$ cat config.mk
export PLATFORM = sky130hd
export DESIGN_NAME = xge_rx_pad_aligner
export DESIGN_NICKNAME = d
export VERILOG_FILES = /design/src/rtl/xge_rx_pkg.sv /design/src/rtl/xge_rx_pad_aligner.sv
export SDC_FILE = /design/constraint.sdc
export NUM_CORES = 1
export LEC_CHECK = 0
export BUFFER_PORTS_ARGS = -buffer_cell sky130_fd_sc_hd__buf_4
export CORE_MARGIN = 3
export CORE_UTILIZATION = 53
export DETAILED_ROUTE_END_ITERATION = 16
export PLACE_DENSITY = 0.83
export SLEW_MARGIN = 5
export SYNTH_ARGS = -nofsm -noshare
export SYNTH_HDL_FRONTEND = slang
export SYNTH_SLANG_ARGS = --single-unit
$ cat constraint.sdc
create_clock -name clk -period 11.06 [get_ports clk]
set_input_delay 1.659 -clock clk [delete_from_list [all_inputs] [get_ports clk]]
set_output_delay 1.659 -clock clk [all_outputs]
set_load 0.005 [all_outputs]
$ cat src/rtl/xge_rx_pkg.sv
// Shared constants and types for the 10 GbE receive path.
// Every RTL file pulls what it needs by scoped name from here.

package xge_rx_pkg;

   // Stream and MAC word width
   localparam int DATA_W = 64;

   // Occupancy code width
   // Code 0 means 8 valid bytes, 1 to 7 give the byte count
   localparam int OCC_W = 3;

   // Bytes pushed in front of every frame
   localparam int PAD_BYTES = 6;

   // Zero field between the label and the first frame bytes
   localparam int PAD_ZERO_W = 40;

   // Label octet in the top byte of the first word
   localparam int LABEL_W = 8;

   // Gate memory address width, 256 words
   // One slot stays free, so a frame may use 255 words at most
   localparam int GATE_ADDR_W = 8;

   // Aligner FSM
   typedef enum logic [1:0] {
      ST_EMPTY,       // waiting for sof
      ST_IN_USE,      // mid-frame
      ST_FLUSH,       // one more word of held bytes is owed
      ST_ERROR_HOLD   // forced error tlast waiting for ready
   } aligner_state_t;

endpackage

$ cat src/rtl/xge_rx_pad_aligner.sv
// Pad aligner for the 10 GbE receive path.
// Shifts each MAC frame by 6 bytes behind a label octet and 5 zero bytes.
// The MAC cannot be stalled, so a lost word or a valid drop mid-frame
// ends the frame with an error tlast and the FSM waits for the next sof.

`timescale 1ns/1ps

module xge_rx_pad_aligner #(
   parameter logic [xge_rx_pkg::LABEL_W-1:0] label = '0
) (
   input  logic                             clk,
   input  logic                             rst,
   input  logic                             clear,
   input  logic [xge_rx_pkg::DATA_W-1:0]    mac_data,
   input  logic [xge_rx_pkg::OCC_W-1:0]     mac_occ,
   input  logic                             mac_sof,
   input  logic                             mac_eof,
   input  logic                             mac_err,
   input  logic                             mac_valid,
   output logic [xge_rx_pkg::DATA_W-1:0]    pad_tdata,
   output logic [xge_rx_pkg::OCC_W:0]       pad_tuser,
   output logic                             pad_tlast,
   output logic                             pad_tvalid,
   input  logic                             pad_tready
);

   xge_rx_pkg::aligner_state_t state;

   // Low 6 bytes of the previous MAC word
   logic [xge_rx_pkg::PAD_BYTES*8-1:0] hold_q;

   // Error flag and occupancy owed to the flush word
   logic                           flush_err;
   logic [xge_rx_pkg::OCC_W-1:0]   flush_occ;

   // Byte count of the current MAC word, 8 when the code is 0
   logic [xge_rx_pkg::OCC_W:0] last_bytes;

   // Byte count plus pad, low bits give the output code
   int                           occ_sum;
   logic [xge_rx_pkg::OCC_W-1:0] occ_next;

   // Last word fits in the current output word, no flush needed
   logic close_now;

   // Word on the link was not taken
   logic lost;
   logic abort;

   assign last_bytes = {mac_occ == '0, mac_occ};
   assign occ_sum    = int'(last_bytes) + xge_rx_pkg::PAD_BYTES;
   assign occ_next   = occ_sum[xge_rx_pkg::OCC_W-1:0];
   assign close_now  = occ_sum <= xge_rx_pkg::DATA_W / 8;

   assign lost = pad_tvalid && !pad_tready;

   // Abandon the frame on a lost word, or when the MAC drops valid mid-frame
   // Error hold has its own exit below
   assign abort = (state != xge_rx_pkg::ST_ERROR_HOLD) &&
                  (lost || (state == xge_rx_pkg::ST_IN_USE && !mac_valid));

   always_ff @(posedge clk) begin
      if (rst || clear) begin
         state      <= xge_rx_pkg::ST_EMPTY;
         pad_tvalid <= 1'b0;
         pad_tlast  <= 1'b0;
      end else begin
         // Words are single-cycle pulses unless held below
         pad_tvalid <= 1'b0;
         pad_tlast  <= 1'b0;

         if (abort) begin
            // Error tlast makes the gate rewind the partial frame
            state      <= xge_rx_pkg::ST_ERROR_HOLD;
            pad_tvalid <= 1'b1;
            pad_tlast  <= 1'b1;
            pad_tuser  <= {1'b1, {xge_rx_pkg::OCC_W{1'b0}}};
         end else begin
            case (state)
               xge_rx_pkg::ST_EMPTY: begin
                  // Label, zero field and the top 2 bytes of the first MAC word
                  hold_q    <= mac_data[xge_rx_pkg::PAD_BYTES*8-1:0];
                  pad_tdata <= {label,
                                {xge_rx_pkg::PAD_ZERO_W{1'b0}},
                                mac_data[xge_rx_pkg::DATA_W-1:xge_rx_pkg::PAD_BYTES*8]};
                  pad_tuser <= '0;
                  // Anything but sof is the tail of a dropped frame
                  if (mac_valid && mac_sof) begin
                     pad_tvalid <= 1'b1;
                     state      <= xge_rx_pkg::ST_IN_USE;
                  end
               end

               xge_rx_pkg::ST_IN_USE: begin
                  // Held bytes on top, new top 2 bytes below
                  hold_q     <= mac_data[xge_rx_pkg::PAD_BYTES*8-1:0];
                  pad_tdata  <= {hold_q,
                                 mac_data[xge_rx_pkg::DATA_W-1:xge_rx_pkg::PAD_BYTES*8]};
                  pad_tvalid <= 1'b1;
                  pad_tuser  <= '0;
                  // MAC error forces the end of frame too
                  if (mac_eof || mac_err) begin
                     if (close_now) begin
                        // 1 or 2 bytes in the last word
                        pad_tlast <= 1'b1;
                        pad_tuser <= {mac_err, occ_next};
                        state     <= xge_rx_pkg::ST_EMPTY;
                     end else begin
                        // Same code, since +6 and -2 agree modulo 8
                        flush_err <= mac_err;
                        flush_occ <= occ_next;
                        state     <= xge_rx_pkg::ST_FLUSH;
                     end
                  end
               end

               xge_rx_pkg::ST_FLUSH: begin
                  // Interframe gap means no sof can arrive here
                  pad_tdata  <= {hold_q,
                                 {(xge_rx_pkg::DATA_W - xge_rx_pkg::PAD_BYTES*8){1'b0}}};
                  pad_tuser  <= {flush_err, flush_occ};
                  pad_tvalid <= 1'b1;
                  pad_tlast  <= 1'b1;
                  state      <= xge_rx_pkg::ST_EMPTY;
               end

               xge_rx_pkg::ST_ERROR_HOLD: begin
                  // MAC data meanwhile is dropped
                  if (pad_tready) begin
                     state <= xge_rx_pkg::ST_EMPTY;
                  end else begin
                     pad_tvalid <= 1'b1;
                     pad_tlast  <= 1'b1;
                  end
               end

               default: begin
                  state <= xge_rx_pkg::ST_EMPTY;
               end
            endcase
         end
      end
   end

   // tlast never travels alone
   a_tlast_with_valid : assert property (
      @(posedge clk) disable iff (rst)
      pad_tlast |-> pad_tvalid
   ) else $error("pad_tlast high without pad_tvalid");

   // MAC never puts sof and eof on the same word
   a_no_sof_eof : assert property (
      @(posedge clk) disable iff (rst)
      mac_valid |-> !(mac_sof && mac_eof)
   ) else $error("mac_sof and mac_eof seen together");

   // Forced error word stays until the gate takes it
   a_error_hold : assert property (
      @(posedge clk) disable iff (rst)
      (state == xge_rx_pkg::ST_ERROR_HOLD && !pad_tready && !clear)
         |=> (state == xge_rx_pkg::ST_ERROR_HOLD && pad_tvalid && pad_tlast)
   ) else $error("aligner left error hold without pad_tready");

endmodule

==> metrics <==
die width around 100 µm; RSZ-0062 raised after global routing false; Placed Area about 5700 µm²; CTS tree built; HP Start hold_q[39]$_DFFE_PP_; status complete, no violations; Synth async-reset ratio 0; most common library cells after synthesis edfxtp_1, and2_1, nor2_1, ha_1, inv_1; largest net degree at the start of global routing 65; combinational share of power 0.076; area delta synth->final 39.3%; GRT overflow 0; #FFs+latches synth between 100 and 150; First-pass DRT Iterations 4; measured slew at the worst slew-check pin approximately 810 ps; # hold bufs at CTS 0; initial DRC count roughly 140; Fmax achieved 0.310 GHz; # setup viols final 0; Min-Delay Path Class register to register; gr usage total 0.186; largest family of logic cells by synthesized area simple AND/OR/NAND/NOR gates; maximum VDD drop between 0.1 and 0.15 mV; mux cell area share after synthesis 0; Tot Pwr 1.17 mW; Synth Area in Compound Gates 0.0359; total via count in the routed design ~2600; CTS Buf Count 17; Synth Cell Area 4530 µm²; Seq/Total Area, Yosys 0.813; clock skew 6.73 ps; Adder-Cell Fraction of Synth Area 0.0138; number of cells on the worst hold path 1; clock share of power 0.450; Std-Cell Rows 33; # H-tree levels 4; critical path launch point type input port; diodes inserted 0; RR Startpoint state[1]$_SDFFE_PN0P_; Worst-path clk slew roughly 60 ps; post-synthesis xor/xnor area fraction 0; Syn Area/Cell approximately 18 µm²; post-detailed-route DRC marker count 0; slew margin rel. 0.451; PortBufs 144; die area ~9700 µm²; Synth top area share 0.796; Avg WL per Cell ~16 µm; die extent in y between 90 and 100 µm; CP Capture Type register; max-slew violations 0; fin nets roughly 490; count leader, synth edfxtp_1; Synth area leader edfxtp_1; Sw Ratio 0.215; worst skew pair latency about 500 ps; initial antenna violation count 0; Final period util 0.292; Seq pwr share 0.474; Root Driver clkbuf_8; synth warn 0; Post-synth EDFFs 120; worst setup margin 7840 ps; R2R depth 4; Filler cells approximately 490; gpl congestion between 0.9 and 1; post-cts repair resize count 0; Primary FF master, synth edfxtp_1; # IOs approximately 150; Data required, critical path about 11000 ps; top post-synthesis cells by area edfxtp_1, and2_1, dfxtp_1; Hold Vio Cnt, Final 0; Internal Power between 0.9 and 1 mW; Final Instance Area about 6300 µm²; Setup CP Type input port to register; setup_tns 0 ps; max-cap violations 0; PwrDens around 190 nW/µm²; syn_nets 336; Place WS 7320 ps; Yosys cell types 36; post-route minimum period around 3200 ps; CP arrival 3360 ps; Vias/cell 4.97; vias in the first global route 2753; Max clock buf depth 2; Starting Density 0.548; Post-CTS Repair Setup Buffers 0; hpwl dp 5720 µm; CP startpoint clear; post-route ant nets 0; first-pass GRT wire length between 10000 and 15000 µm; leakage about 2.5 nW; Synth Instances ~260; simple logic cell fraction of the synthesized area 0.125; critical-path maximum fanout 64; layout cells sized above 1 0.435; Core ar. roughly 8300 µm²; routed wire length approximately 8500 µm; NetSw approximately 0.25 mW; CTS Sinks 124; final core utilization 0.764
## layer usage
| layer | up-vias | wire length (µm) | part of all wire | global-route usage |
|---|---|---|---|---|
| li1 | 1261 | - | - | - |
| met1 | 1236 | 2990 | 0.35 | 0.198 |
| met2 | 115 | 4480 | 0.52 | 0.308 |
| met3 | 21 | 775 | 0.091 | 0.0771 |
| met4 | 0 | 304 | 0.036 | 0.113 |
| met5 | - | 0 | 0 | 0 |
## cell type report
class                           count  area, µm²  share of cell area
Multi-Input combinational cell    119        800               0.127
Clock inverter                     14        164              0.0260
Sequential cell                   124       3680               0.584
Tap cell                          105        131              0.0208
Timing Repair Buffer              146       1100               0.174
Clock buffer                       17        414              0.0657
Inverter                            5       18.8             0.00298
## worst max-delay path, cell delays in order
cell and delay [ps]:
buf_4 110, or2_0 350, nor2_1 340, and3_2 240, buf_4 600
## logic make-up (layout without fill, tap and decap cells)
| kind of cell | Yosys count | in the layout |
|---|---|---|
| fa+ha+maj | 5 | 5 |
| compound gates | 20 | 20 |
| simple gates | 94 | 94 |
| flops | 124 | 124 |
| buf+inv | 13 | 182 |
## sequential cells by signal (all words and copies together), names as in the netlist
register and count:
pad_tdata 64, hold_q 48, pad_tuser 4, flush_occ 3, state 2, flush_err 1, pad_tlast 1, pad_tvalid 1
## power groups by stage
stage          Clock (mW)  Sequential, mW  Combinational, mW
6_report            0.526           0.554             0.0882
5_1_grt             0.560           0.556             0.0967
4_1_cts             0.536           0.554             0.0892
3_5_place_dp            0           0.563             0.0886
3_3_place_gp            0           0.562             0.0856
2_1_floorplan           0           0.566             0.0368
## metrics by stage
stage	instances	hold WS, ps
after CTS	530	516
final	530	512
after detailed placement	499	501
after global placement	499	499
after floorplan	256	497
after global routing	530	533
## cell usage in the layout (no fill, tap or decap), types with 2 or more instances in the layout
cell type	netlist	routed
nand2_1	4	4
clkinv_4	0	5
buf_4	0	146
a21oi_1	2	2
nand2b_1	2	2
nor2b_1	3	3
inv_1	5	5
nor2_1	7	7
nand3_1	3	3
and2_1	65	65
edfxtp_1	120	120
nand2b_2	2	2
clkinvlp_4	0	3
clkbuf_16	0	16
dfxtp_1	4	4
bufinv_16	0	2
nand4_1	2	2
inv_6	0	3
nor4b_1	2	2
o31ai_1	4	4
ha_1	5	5
## worst paths after layout
path	end	slack (ps)
min	pad_tdata[55]$_DFFE_PP_	510
min reg2reg	pad_tdata[55]$_DFFE_PP_	510
max reg2reg	pad_tdata[18]$_DFFE_PP_	8840
max	pad_tdata[18]$_DFFE_PP_	7840
Note: power is estimated with default switching activity, not from simulation.
